File: config.mk
export PLATFORM = sky130hd
export DESIGN_NAME = w4a8_gemm_top
export DESIGN_NICKNAME = d
export VERILOG_FILES = /design/src/common/gemm_pkg.sv /design/src/loader/tile_loader.sv /design/src/core/tile_mac.sv /design/src/gemm_ctrl.sv /design/src/result_drain.sv /design/src/w4a8_gemm_top.sv
export VERILOG_INCLUDE_DIRS = /design/src /design/src/common
export SDC_FILE = /design/constraint.sdc
export NUM_CORES = 1
export LEC_CHECK = 0
export CAP_MARGIN = 20
export CORE_ASPECT_RATIO = 0.6
export CORE_MARGIN = 3
export CORE_UTILIZATION = 48
export CTS_CLUSTER_DIAMETER = 120
export DETAILED_ROUTE_END_ITERATION = 10
export DONT_BUFFER_PORTS = 1
export SLEW_MARGIN = 15
export SYNTH_ARGS = -nofsm -noshare
export SYNTH_HDL_FRONTEND = slang
export SYNTH_HIERARCHICAL = 1
export SYNTH_SLANG_ARGS = --single-unit
File: constraint.sdc
create_clock -name ap_clk -period 14.1 [get_ports ap_clk]
set_input_delay 1.41 -clock ap_clk [delete_from_list [all_inputs] [get_ports ap_clk]]
set_output_delay 1.41 -clock ap_clk [all_outputs]
set_load 0.03 [all_outputs]
File: src/common/gemm_defines.svh
// tile geometry and element widths of the w4a8 gemm core
// included by the package and by modules that size loops or slices
`ifndef GEMM_DEFINES_SVH
`define GEMM_DEFINES_SVH

// tile shape, C[m][n] = sum over k of A[m][k] * B[n][k]
`define GEMM_M 2
`define GEMM_N 2
`define GEMM_K 4

// element widths
`define A_WIDTH   8
`define B_WIDTH   4
`define RES_WIDTH 32

// input channel
`define BEAT_WIDTH 32
`define A_BEATS    2
`define B_BEATS    1

`endif

File: src/common/gemm_pkg.sv
// shared types of the gemm core: beats, packed tiles and the controller states
// compile before any module of the design
`default_nettype none

`include "gemm_defines.svh"

package gemm_pkg;

  typedef logic [`BEAT_WIDTH-1:0] beat_t;

  // row m in beat m, k0 in the low byte
  typedef logic [`GEMM_M*`GEMM_K*`A_WIDTH-1:0] a_tile_t;

  // weight B[n][k] in nibble n*K+k
  typedef logic [`GEMM_N*`GEMM_K*`B_WIDTH-1:0] b_tile_t;

  typedef logic signed [`RES_WIDTH-1:0] res_t;

  // element m*N+n, element 0 at the low end
  typedef logic [`GEMM_M*`GEMM_N*`RES_WIDTH-1:0] res_tile_t;

  typedef struct packed {
    a_tile_t a;
    b_tile_t b;
  } operand_t;

  typedef enum logic [2:0] {IDLE, LOAD, COMPUTE, DRAIN, DONE} ctrl_state_t;

endpackage

`default_nettype wire

File: src/loader/tile_loader.sv
// four-phase req/ack receiver that packs BEATS input beats into one tile
// beat 0 lands in the low slot; full holds until clear
`timescale 1ns/1ps
`default_nettype none

module tile_loader #(
  parameter int BEATS = 1
) (
  input  wire                         ap_clk,
  input  wire                         areset,
  input  wire                         load_en,
  input  wire                         clear,
  input  wire                         req,
  input  wire gemm_pkg::beat_t        data,
  output logic                        ack,
  output logic                        full,
  output gemm_pkg::beat_t [BEATS-1:0] tile
);

  localparam int               CNT_W    = $clog2(BEATS + 1);
  localparam logic [CNT_W-1:0] CNT_FULL = CNT_W'(BEATS);

  logic [CNT_W-1:0] cnt;
  logic             take;

  // accept a beat only in the load phase and while slots remain
  assign take = req && !ack && load_en && !full && (cnt != CNT_FULL);

  //////////////////////
  // handshake and beat count
  //////////////////////
  always_ff @(posedge ap_clk) begin
    if (areset) begin
      ack  <= 1'b0;
      full <= 1'b0;
      cnt  <= '0;
    end else begin
      if (take) begin
        ack <= 1'b1;
        cnt <= cnt + 1'b1;
      end else if (ack && !req) begin
        ack <= 1'b0;
        // last beat done once its ack has dropped
        if (cnt == CNT_FULL) begin
          full <= 1'b1;
        end
      end
      if (clear) begin
        full <= 1'b0;
        cnt  <= '0;
      end
    end
  end

  //////////////////////
  // tile storage
  //////////////////////
  always_ff @(posedge ap_clk) begin
    if (take) begin
      tile[cnt] <= data;
    end
  end

endmodule

`default_nettype wire

File: src/core/tile_mac.sv
// sequential signed MAC over K for the whole output tile
// res_valid pulses K+1 cycles after mac_start, res holds until the next start
`timescale 1ns/1ps
`default_nettype none

`include "gemm_defines.svh"

module tile_mac (
  input  wire                      ap_clk,
  input  wire                      areset,
  input  wire                      mac_start,
  input  wire gemm_pkg::operand_t  operands,
  output logic                     res_valid,
  output gemm_pkg::res_tile_t      res
);
  import gemm_pkg::*;

  localparam int             ELEMS  = `GEMM_M * `GEMM_N;
  localparam int             K_W    = $clog2(`GEMM_K);
  localparam logic [K_W-1:0] K_LAST = K_W'(`GEMM_K - 1);

  logic           busy;
  logic [K_W-1:0] k_cnt;
  res_t           acc  [ELEMS];
  res_t           term [ELEMS];

  // A[m][k] * B[n][k], both sign-extended to the result width
  function automatic res_t mac_term(input operand_t op, input int m, input int n,
                                    input logic [K_W-1:0] k);
    logic signed [`A_WIDTH-1:0] a_el;
    logic signed [`B_WIDTH-1:0] b_el;
    res_t                       a_ext;
    res_t                       b_ext;
    a_el  = op.a[(m * `GEMM_K + k) * `A_WIDTH +: `A_WIDTH];
    b_el  = op.b[(n * `GEMM_K + k) * `B_WIDTH +: `B_WIDTH];
    a_ext = a_el;
    b_ext = b_el;
    return a_ext * b_ext;
  endfunction

  always_comb begin
    for (int m = 0; m < `GEMM_M; m++) begin
      for (int n = 0; n < `GEMM_N; n++) begin
        term[m * `GEMM_N + n] = mac_term(operands, m, n, k_cnt);
      end
    end
  end

  // k sequencing
  always_ff @(posedge ap_clk) begin
    if (areset) begin
      busy      <= 1'b0;
      k_cnt     <= '0;
      res_valid <= 1'b0;
    end else begin
      res_valid <= 1'b0;
      if (mac_start) begin
        busy  <= 1'b1;
        k_cnt <= '0;
      end else if (busy) begin
        k_cnt <= k_cnt + 1'b1;
        if (k_cnt == K_LAST) begin
          busy      <= 1'b0;
          res_valid <= 1'b1;
        end
      end
    end
  end

  always_ff @(posedge ap_clk) begin
    for (int i = 0; i < ELEMS; i++) begin
      if (mac_start) acc[i] <= '0;
      else if (busy) acc[i] <= acc[i] + term[i];
    end
  end

  always_comb begin
    for (int i = 0; i < ELEMS; i++) begin
      res[i * `RES_WIDTH +: `RES_WIDTH] = acc[i];
    end
  end

endmodule

`default_nettype wire

File: src/gemm_ctrl.sv
// job controller of the gemm core
// orders load, compute and drain, and drives the ap_* kernel handshake
`timescale 1ns/1ps
`default_nettype none

module gemm_ctrl (
  input  wire  ap_clk,
  input  wire  areset,
  input  wire  ap_start,
  input  wire  write_result,
  input  wire  a_full,
  input  wire  b_full,
  input  wire  res_valid,
  input  wire  drain_done,
  output logic load_en,
  output logic clear,
  output logic mac_start,
  output logic drain_en,
  output logic ap_idle,
  output logic ap_done,
  output logic ap_ready
);
  import gemm_pkg::*;

  ctrl_state_t state;
  logic        start_q;
  logic        start_pulse;
  logic        wr_q;

  // rising edge of ap_start, ignored unless idle
  assign start_pulse = ap_start & ~start_q;

  always_ff @(posedge ap_clk) begin
    if (areset) begin
      state     <= IDLE;
      start_q   <= 1'b0;
      wr_q      <= 1'b0;
      mac_start <= 1'b0;
    end else begin
      start_q   <= ap_start;
      mac_start <= 1'b0;
      case (state)
        IDLE: begin
          if (start_pulse) begin
            state <= LOAD;
            wr_q  <= write_result;
          end
        end
        LOAD: begin
          if (a_full && b_full) begin
            state     <= COMPUTE;
            mac_start <= 1'b1;
          end
        end
        // without write_result the job ends right after the compute
        COMPUTE: if (res_valid) state <= wr_q ? DRAIN : DONE;
        DRAIN:   if (drain_done) state <= DONE;
        default: state <= IDLE;
      endcase
    end
  end

  assign load_en  = (state == LOAD);
  assign drain_en = (state == COMPUTE) && wr_q;
  assign clear    = (state == DONE);
  assign ap_done  = (state == DONE);
  assign ap_ready = ap_done;
  assign ap_idle  = (state == IDLE) || (state == DONE);

endmodule

`default_nettype wire

File: src/result_drain.sv
// holds the result tile and sends it out one element per valid/ready transfer
// elements leave in order 0 to M*N-1, drain_done marks the last one
`timescale 1ns/1ps
`default_nettype none

`include "gemm_defines.svh"

module result_drain (
  input  wire                      ap_clk,
  input  wire                      areset,
  input  wire                      drain_en,
  input  wire                      res_valid,
  input  wire gemm_pkg::res_tile_t res,
  input  wire                      out_ready,
  output logic                     out_valid,
  output gemm_pkg::res_t           out_data,
  output logic                     drain_done
);
  import gemm_pkg::*;

  localparam int               ELEMS    = `GEMM_M * `GEMM_N;
  localparam int               IDX_W    = $clog2(ELEMS);
  localparam logic [IDX_W-1:0] IDX_LAST = IDX_W'(ELEMS - 1);

  res_tile_t        hold;
  logic [IDX_W-1:0] idx;
  logic             capture;
  logic             xfer;

  assign capture    = drain_en && res_valid;
  assign xfer       = out_valid && out_ready;
  assign drain_done = xfer && (idx == IDX_LAST);

  // word stays put until it transfers
  assign out_data = hold[idx * `RES_WIDTH +: `RES_WIDTH];

  always_ff @(posedge ap_clk) begin
    if (areset) begin
      out_valid <= 1'b0;
      idx       <= '0;
    end else if (capture) begin
      out_valid <= 1'b1;
      idx       <= '0;
    end else if (xfer) begin
      if (idx == IDX_LAST) begin
        out_valid <= 1'b0;
      end else begin
        idx <= idx + 1'b1;
      end
    end
  end

  always_ff @(posedge ap_clk) begin
    if (capture) begin
      hold <= res;
    end
  end

endmodule

`default_nettype wire

File: src/w4a8_gemm_top.sv
// top level of the w4a8 gemm core
// two four-phase tile inputs, one valid/ready result output, ap_* job control
`timescale 1ns/1ps
`default_nettype none

`include "gemm_defines.svh"

module w4a8_gemm_top (
  input  wire                  ap_clk,
  input  wire                  areset,
  input  wire                  ap_start,
  input  wire                  write_result,
  input  wire                  a_req,
  input  wire gemm_pkg::beat_t a_data,
  input  wire                  b_req,
  input  wire gemm_pkg::beat_t b_data,
  input  wire                  out_ready,
  output wire                  ap_idle,
  output wire                  ap_done,
  output wire                  ap_ready,
  output wire                  a_ack,
  output wire                  b_ack,
  output wire                  out_valid,
  output wire gemm_pkg::res_t  out_data
);
  import gemm_pkg::*;

  logic      load_en;
  logic      clear;
  logic      mac_start;
  logic      drain_en;
  logic      a_full;
  logic      b_full;
  logic      res_valid;
  logic      drain_done;
  a_tile_t   a_tile;
  b_tile_t   b_tile;
  operand_t  operands;
  res_tile_t res_tile;

  assign operands.a = a_tile;
  assign operands.b = b_tile;

  //////////////////////
  // control
  //////////////////////
  gemm_ctrl ctrl0 (
    .ap_clk       (ap_clk),
    .areset       (areset),
    .ap_start     (ap_start),
    .write_result (write_result),
    .a_full       (a_full),
    .b_full       (b_full),
    .res_valid    (res_valid),
    .drain_done   (drain_done),
    .load_en      (load_en),
    .clear        (clear),
    .mac_start    (mac_start),
    .drain_en     (drain_en),
    .ap_idle      (ap_idle),
    .ap_done      (ap_done),
    .ap_ready     (ap_ready)
  );

  //////////////////////
  // input side
  //////////////////////
  tile_loader #(.BEATS(`A_BEATS)) a_loader (
    .ap_clk  (ap_clk),
    .areset  (areset),
    .load_en (load_en),
    .clear   (clear),
    .req     (a_req),
    .data    (a_data),
    .ack     (a_ack),
    .full    (a_full),
    .tile    (a_tile)
  );

  tile_loader #(.BEATS(`B_BEATS)) b_loader (
    .ap_clk  (ap_clk),
    .areset  (areset),
    .load_en (load_en),
    .clear   (clear),
    .req     (b_req),
    .data    (b_data),
    .ack     (b_ack),
    .full    (b_full),
    .tile    (b_tile)
  );

  //////////////////////
  // compute and output
  //////////////////////
  tile_mac mac0 (
    .ap_clk    (ap_clk),
    .areset    (areset),
    .mac_start (mac_start),
    .operands  (operands),
    .res_valid (res_valid),
    .res       (res_tile)
  );

  result_drain drain0 (
    .ap_clk     (ap_clk),
    .areset     (areset),
    .drain_en   (drain_en),
    .res_valid  (res_valid),
    .res        (res_tile),
    .out_ready  (out_ready),
    .out_valid  (out_valid),
    .out_data   (out_data),
    .drain_done (drain_done)
  );

endmodule

`default_nettype wire

==> results of run 1 <==
## routing by layer
layer | part of all wire (%) | up-vias | global-route usage, %
met2 | 39 | 604 | 31.6
met5 | 0 | - | 0
met1 | 50 | 9597 | 36.2
met4 | 1.8 | 0 | 4.76
met3 | 9.2 | 81 | 6.05
li1 | - | 8873 | -
## per-stage QoR
step	hold slack, ps	std cells	worst slack (ps)
2_1_floorplan	433	2632	8130
3_3_place_gp	437	3409	7450
3_5_place_dp	444	3409	7180
4_1_cts	456	3480	7220
5_1_grt	464	3481	6980
6_report	454	3482	7450
## state kept, by name (all words and copies together) (netlist names), 2 cells and up
name / flops
a_loader/cnt: 2
a_loader/tile: 64
b_loader/tile: 32
ctrl0/state: 3
drain0/hold: 128
drain0/idx: 2
mac0/acc: 128
mac0/k_cnt: 2
## kinds of logic after synthesis
kind of cell / count (synthesis)
adder cells (fa/ha/maj): 529
XOR/XNOR: 76
AND/OR/NAND/NOR: 555
flip-flops: 372
buffers and inverters: 651
multiplexers: 76
AO/OA/AOI/OAI: 373
## cells in the mapped netlist (all sizes together), types with 24 or more instances
| cell | count |
|---|---|
| nand2 | 89 |
| ha | 265 |
| nor2 | 143 |
| a21o | 52 |
| inv | 591 |
| edfxtp | 352 |
| o21ai | 63 |
| fa | 264 |
| and2 | 109 |
| xnor2 | 45 |
| nand3 | 24 |
| clkbuf | 39 |
| nand2b | 26 |
| nor3 | 45 |
| a21oi | 96 |
| xor2 | 31 |
| mux4 | 54 |
## cell type report
class | count | area [sq um]
clock buffers | 42 | 1030
multi-input cells | 1609 | 16200
flip-flops and latches | 372 | 11000
fillers | 5240 | 28200
inverters | 591 | 2220
diodes | 1 | 2.50
repair buffers | 22 | 173
well taps | 816 | 1020
clock inverters | 29 | 297
## worst paths after layout
| kind | from | endpoint | slack [ps] | cells past startpoint |
|---|---|---|---|---|
| hold / removal | mac0/acc[0][2] | drain0/hold[2] | 450 | 0 |
| hold reg to reg | mac0/acc[0][2] | drain0/hold[2] | 450 | 0 |
| setup / recovery | mac0/k_cnt[0] | mac0/acc[2][24] | 7450 | 18 |
| setup reg to reg | mac0/k_cnt[0] | mac0/acc[2][24] | 7450 | 18 |
## power breakdown
group	internal (mW)	leakage, nW	total (mW)	switching, mW
logic	1.15	9.96	2.89	1.73
registers	1.24	3.37	1.25	0.0171
clock network	0.626	0.646	1.09	0.466
total	3.02	14.0	5.23	2.22
## critical path: stages (launching register included)
cell      delay [ps]
dfxtp_2          340
buf_4            450
mux4_2           810
and2_1           260
o21bai_1         160
ha_1             860
inv_1            420
fa_1             590
inv_1             50
fa_1             450
ha_1             280
a21o_1           200
a21o_1           170
a21oi_1          300
o211ai_1         150
o31a_1           350
and2_1           180
or3_1            310
a21oi_1          140
==> summary.md, run 1 <==
| Metric | Value |
|---|---|
| Worst Tran Pin Value | `1060 ps` |
| Initial antenna violation count | `0` |
| Largest family of logic cells by synthesized area | `adder cells` |
| CTS root buf | `clkbuf_16` |
| Post-synth cell types | `87` |
| Final nets | `~3.2k` |
| First-pass GRT wire length | `114,000 microns` |
| Synth area leaders | `edfxtp_1, fa_1, ha_1` |
| Async SR Flop Fraction | `0%` |
| IR Drop Worst-Case VDD | `between 0.09 and 0.1 mV` |
| Multiplexer share of the synthesized area | `under 10%` |
| Status | `finished clean` |
| Ys flop type | `edfxtp_1` |
| Synthesis-to-finish area growth | `7.51%` |
| DRT antenna net count | `0` |
| Post-Synthesis Cells | `roughly 2.6k` |
| Hold Buf Count CTS | `0` |
| Total global routing track utilization | `23.0%` |
| Most common library cell in the layout ignoring fill and taps | `inv_1` |
| Post-synthesis sequential area ratio | `between 30% and 40%` |
| Core Area | `approximately 60,000 sq um` |
| Share of layout cells above drive strength 1 | `6.60%` |
| Inserted Clock Buffers | `40` |
| CTS tree | `done` |
| Fin util | `53.1%` |
| Placed inst area | `30,600 sq um` |
| Synth area leader | `edfxtp_1` |
| Clock transition at the registers of the reported paths | `approximately 60 ps` |
| Die span in x | `327 microns` |
| Critical path required time | `14,500 ps` |
| Worst Path Max Fanout | `27` |
| Clock Latency Late Sink | `570 ps` |
| Maxcap violations | `0` |
| Largest net degree at the start of global routing | `70` |
| Slew Viols, Final | `0` |
| Via count | `approximately 19k` |
| Nature of the critical path endpoint | `flop` |
| Final setup violation count | `0` |
| RSZ-0062 raised after global routing | `false` |
| Resized cells post-CTS | `0` |
| Hold Vio Cnt, Final | `0` |
| CP startpoint kind | `flop` |
| Critical path class | `reg2reg` |
| DRC | `0` |
| Detailed Routing Iterations Pass 1 | `5` |
| IO Port Bufs | `0` |
| Highest clock rate | `150 MHz` |
| # clock sinks | `372` |
| Grt total ovfl | `0` |
| Compound-Gate Fraction of Synth Area | `8.80%` |
| Detail Placement HPWL | `approximately 55,000 microns` |
| Worst Clk Skew | `22.7 ps` |
| Post-synthesis register bit count | `372` |
| Iter 0 DRT Violations | `approximately 1.7k` |
| Setup Buffers After CTS | `0` |
| EDFF count, synth | `around 350` |
| Clock tree buffer depth | `3` |
| Post-Synth Simple-Gate Area | `9.69%` |
| Drt wl/cell | `20.9 microns` |
| Crit path time final | `between 6000 and 7000 ps` |
| Fin area | `31,900 sq um` |
| Share of the synthesized area in the top cell type | `roughly 36%` |
| Most frequent cells in the layout | `inv_1, edfxtp_1, ha_1` |
| Setup tns final | `0 ps` |
| Max_slew headroom | `just under 30%` |
| Syn Nets | `between 3k and 4k` |
| Synth Area in XOR/XNOR | `around 2.2%` |
| Final Power | `5.23 mW` |
| Cell Area, Synth | `29,700 sq um` |
| Num rows | `69` |
| Tcrit/Tclk final | `47.2%` |
| Worst Path Arrival | `between 7000 and 8000 ps` |
| Die Ht | `199 microns` |
| Die area | `65,000 sq um` |
| Placer Congestion | `0.891` |
| Post-Synth Adder-Cell Area | `28.9%` |
| Vias in the first global route | `19.5k` |
| Total number of H-tree levels | `2` |
| Pwr Density | `roughly 160 nW/um^2` |
| IO Count | `109` |
| Initial core utilization | `slightly below 50%` |
| Final wirelength | `72,600 microns` |
| Synth Warn # | `6` |
| Average size of a mapped cell | `11.3 sq um` |
| Worst min-delay path category | `reg2reg` |
| Post-DR vias/cell | `~5.5` |
| Static leakage | `14.0 nW` |
Power figures use the tool's default switching activity.
==> run 2, diff against run 1 <==
- PLACE_DENSITY: default -> 0.65
- clock period: 14.1 -> 5.65 ns (I/O delays scaled with it)
==> summary.md, run 2 (same netlist as run 1, synthesis figures left out) <==
| Metric | Value |
|---|---|
| Status | `finished clean` |
| Area occupied by multi-input gates | `16,500 sq um (+1.9%)` |
| Largest net degree at the start of global routing | `132 (+89%)` |
| Share of layout cells above drive strength 1 | `11.1% (+4.5 points)` |
| Core Area | `60,200 sq um (unchanged)` |
| Reg-to-Reg End | `mac0/acc[2][24]` |
| Die span in x | `327 microns (unchanged)` |
| Critical-path cell list | `buf_12 > buf_4 > mux4_2 > and2_1 > fa_1 > fa_1 > inv_1 > fa_1 > inv_1 > ha_1 > nor2b_1 > o21a_1 > o21a_1 > o211a_1 > o31a_1 > and2_1 > or3_1 > a21oi_1` |
| Crit path time final | `5510 ps (-1150 ps)` |
| Placer Congestion | `0.905 (+1.6%)` |
| Worst Path Max Fanout | `9 (-67%)` |
| Detailed Routing Iterations Pass 1 | `5 (unchanged)` |
| DRT antenna net count | `0 (unchanged)` |
| Crit path from | `mac0/k_cnt[0]` |
| First-pass GRT wire length | `114,000 microns (+0.22%)` |
| Hold Vio Cnt, Final | `0 (unchanged)` |
| Antenna diodes | `0 (-1)` |
| Critical path class | `reg2reg` |
| R2r worst-path depth | `18 (unchanged)` |
| CTS root buf | `clkbuf_16` |
| Clock transition at the registers of the reported paths | `60 ps (about the same)` |
| Placed inst area | `31,000 sq um (+1.4%)` |
| Synthesis-to-finish area growth | `11.3%` |
| Final wirelength | `73,500 microns (+1.2%)` |
| Grt total ovfl | `0 (unchanged)` |
| Worst Path Arrival | `5890 ps (-1170 ps)` |
| Via count | `19.6k (+2.1%)` |
| IO Count | `109 (unchanged)` |
| IO Port Bufs | `0 (unchanged)` |
| Nature of the critical path endpoint | `flop` |
| RSZ-0062 raised after global routing | `true` |
| Clock Latency Late Sink | `570 ps (about the same)` |
| CP max stage delay | `640 ps (-220 ps)` |
| Inserted Clock Buffers | `40 (unchanged)` |
| # clock sinks | `372 (unchanged)` |
| Worst Tran Pin Value | `1000 ps (-62.3 ps)` |
| Most common library cell in the layout ignoring fill and taps | `inv_1` |
| CTS tree | `done` |
| Die area | `65,000 sq um (unchanged)` |
| Fin area | `33,100 sq um (+3.5%)` |
| R2R Path Start | `mac0/k_cnt[0]` |
| CP startpoint kind | `flop` |
| Grt met1 use | `35.3% (-0.93 points)` |
| Hold Buf Count CTS | `0 (unchanged)` |
| Initial antenna violation count | `4 (+4)` |
| Vias in the first global route | `19.9k (+2.0%)` |
| Maxcap violations | `0 (unchanged)` |
| Final nets | `3,325 (+2.8%)` |
| Static leakage | `14.4 nW (+3.4%)` |
| R2R Setup Slk | `140 ps (-7300 ps)` |
| Slew Viols, Final | `0 (unchanged)` |
| Worst Clk Skew | `38.4 ps (+15.7 ps)` |
| Filler cell count | `5,017 (-4.3%)` |
| Max_slew headroom | `33.2% (+4.2 points)` |
| Met2 Usage GRT | `32.0% (+0.31 points)` |
| Total number of H-tree levels | `2 (unchanged)` |
| Num rows | `69 (unchanged)` |
| Iter 0 DRT Violations | `1,659 (-3.2%)` |
| Top Registers | `drain0/hold (128), mac0/acc (128), a_loader/tile (64)` |
| Pwr Density | `411 nW/um^2 (+150%)` |
| Initial core utilization | `49.4% (unchanged)` |
| Post-DR vias/cell | `5.48 (-0.39%)` |
| Drt wl/cell | `20.6 microns (-1.3%)` |
| Grt met3 use | `6.08% (+0.030 points)` |
| Most crowded layer after global routing | `met1` |
| IR Drop Worst-Case VDD | `0.200 mV (+120%)` |
| CP Capture Point | `mac0/acc[2][24]` |
| Tcrit/Tclk final | `97.5% (+50 points)` |
| Highest clock rate | `182 MHz (+21%)` |
| Clock tree buffer depth | `3 (unchanged)` |
| Total global routing track utilization | `22.7% (-0.31 points)` |
| Detail Placement HPWL | `54,800 microns (+0.37%)` |
| Final Power | `13.6 mW (+160%)` |
| Final setup violation count | `0 (unchanged)` |
| Worst min-delay path category | `in2reg` |
| Reg area | `11,000 sq um (about the same)` |
| Slowest-stage cell, CP | `mux4_2` |
| Die Ht | `199 microns (unchanged)` |
| DRC | `0 (unchanged)` |
| Most frequent cells in the layout | `inv_1, edfxtp_1, fa_1` |
| Critical path required time | `6040 ps (-8460 ps)` |
| CP most frequent cell | `fa_1` |
-- run 2: changes by cell type in the layout (fill, tap and decap cells not counted), moves of 7 or more --
cell        delta
buf_12         +8
buf_4         +72
clkbuf_1       +7
clkinvlp_4     +8
ha_1           -8
-- run 2: critical path: cells and delay by family (launching register included) --
family                     cells  cell delay (ps)
AOI/OAI and AO/OA              5             1240
adders and majority gates      4             1780
buffers and inverters          4              370
DFF                            1              390
muxes                          1              640
and+or+nand+nor                4              900
-- run 2: metal layers --
layer	part of all wire [%]	vias up
met4	1.6	0
li1	-	9072
met1	48	9724
met3	9.5	74
met2	41	693
met5	0	-
-- run 2: final cells by class --
class | count | share of cell area [%]
Inverter | 591 | 6.74
Sequential cell | 372 | 33.2
Clock buffer | 49 | 3.19
Tap cell | 816 | 3.09
Timing Repair Buffer | 109 | 2.88
Clock inverter | 22 | 0.900
Multi-Input combinational cell | 1611 | 50.0
-- run 2: worst min path at each step --
stage / from / end / slack (ps) / cells past startpoint
final: areset / drain0/out_valid / 70 / 1
after global routing: areset / drain0/idx[0] / 50 / 1
after CTS: areset / drain0/out_valid / 40 / 1
after detailed placement: mac0/acc[3][0] / drain0/hold[96] / 450 / 0
after global placement: mac0/acc[1][0] / drain0/hold[32] / 440 / 0
after floorplan: mac0/acc[0][0] / drain0/hold[0] / 430 / 0
-- run 2: per-stage QoR --
step           std cells  hold slack, ps  setup TNS (ps)  utilization [%]  setup slack (ps)
6_report            3570            70.7               0             55.0               144
5_1_grt             3570            49.2            -372             55.0             -61.8
4_1_cts             3535            42.3           -5.31             54.0             -5.31
3_5_place_dp        3460             449            -167             51.6             -51.3
3_3_place_gp        3460             442               0             51.6              40.6
2_1_floorplan       2632             433               0                -              3.48
-- run 2: power by group --
group          switching, mW  leakage (nW)  total, mW  internal (mW)
sequential            0.0528          3.37       3.14           3.09
combinational           4.53          10.4       7.69           3.16
clock                   1.15         0.637       2.77           1.62
-- run 2: what timing repair did --
item                                    CTS  global route
resized for setup                         6            54
pin swaps                                 1            11
gates cloned                              0             3
endpoints found under the setup margin    9            57
buffers inserted                          4            32
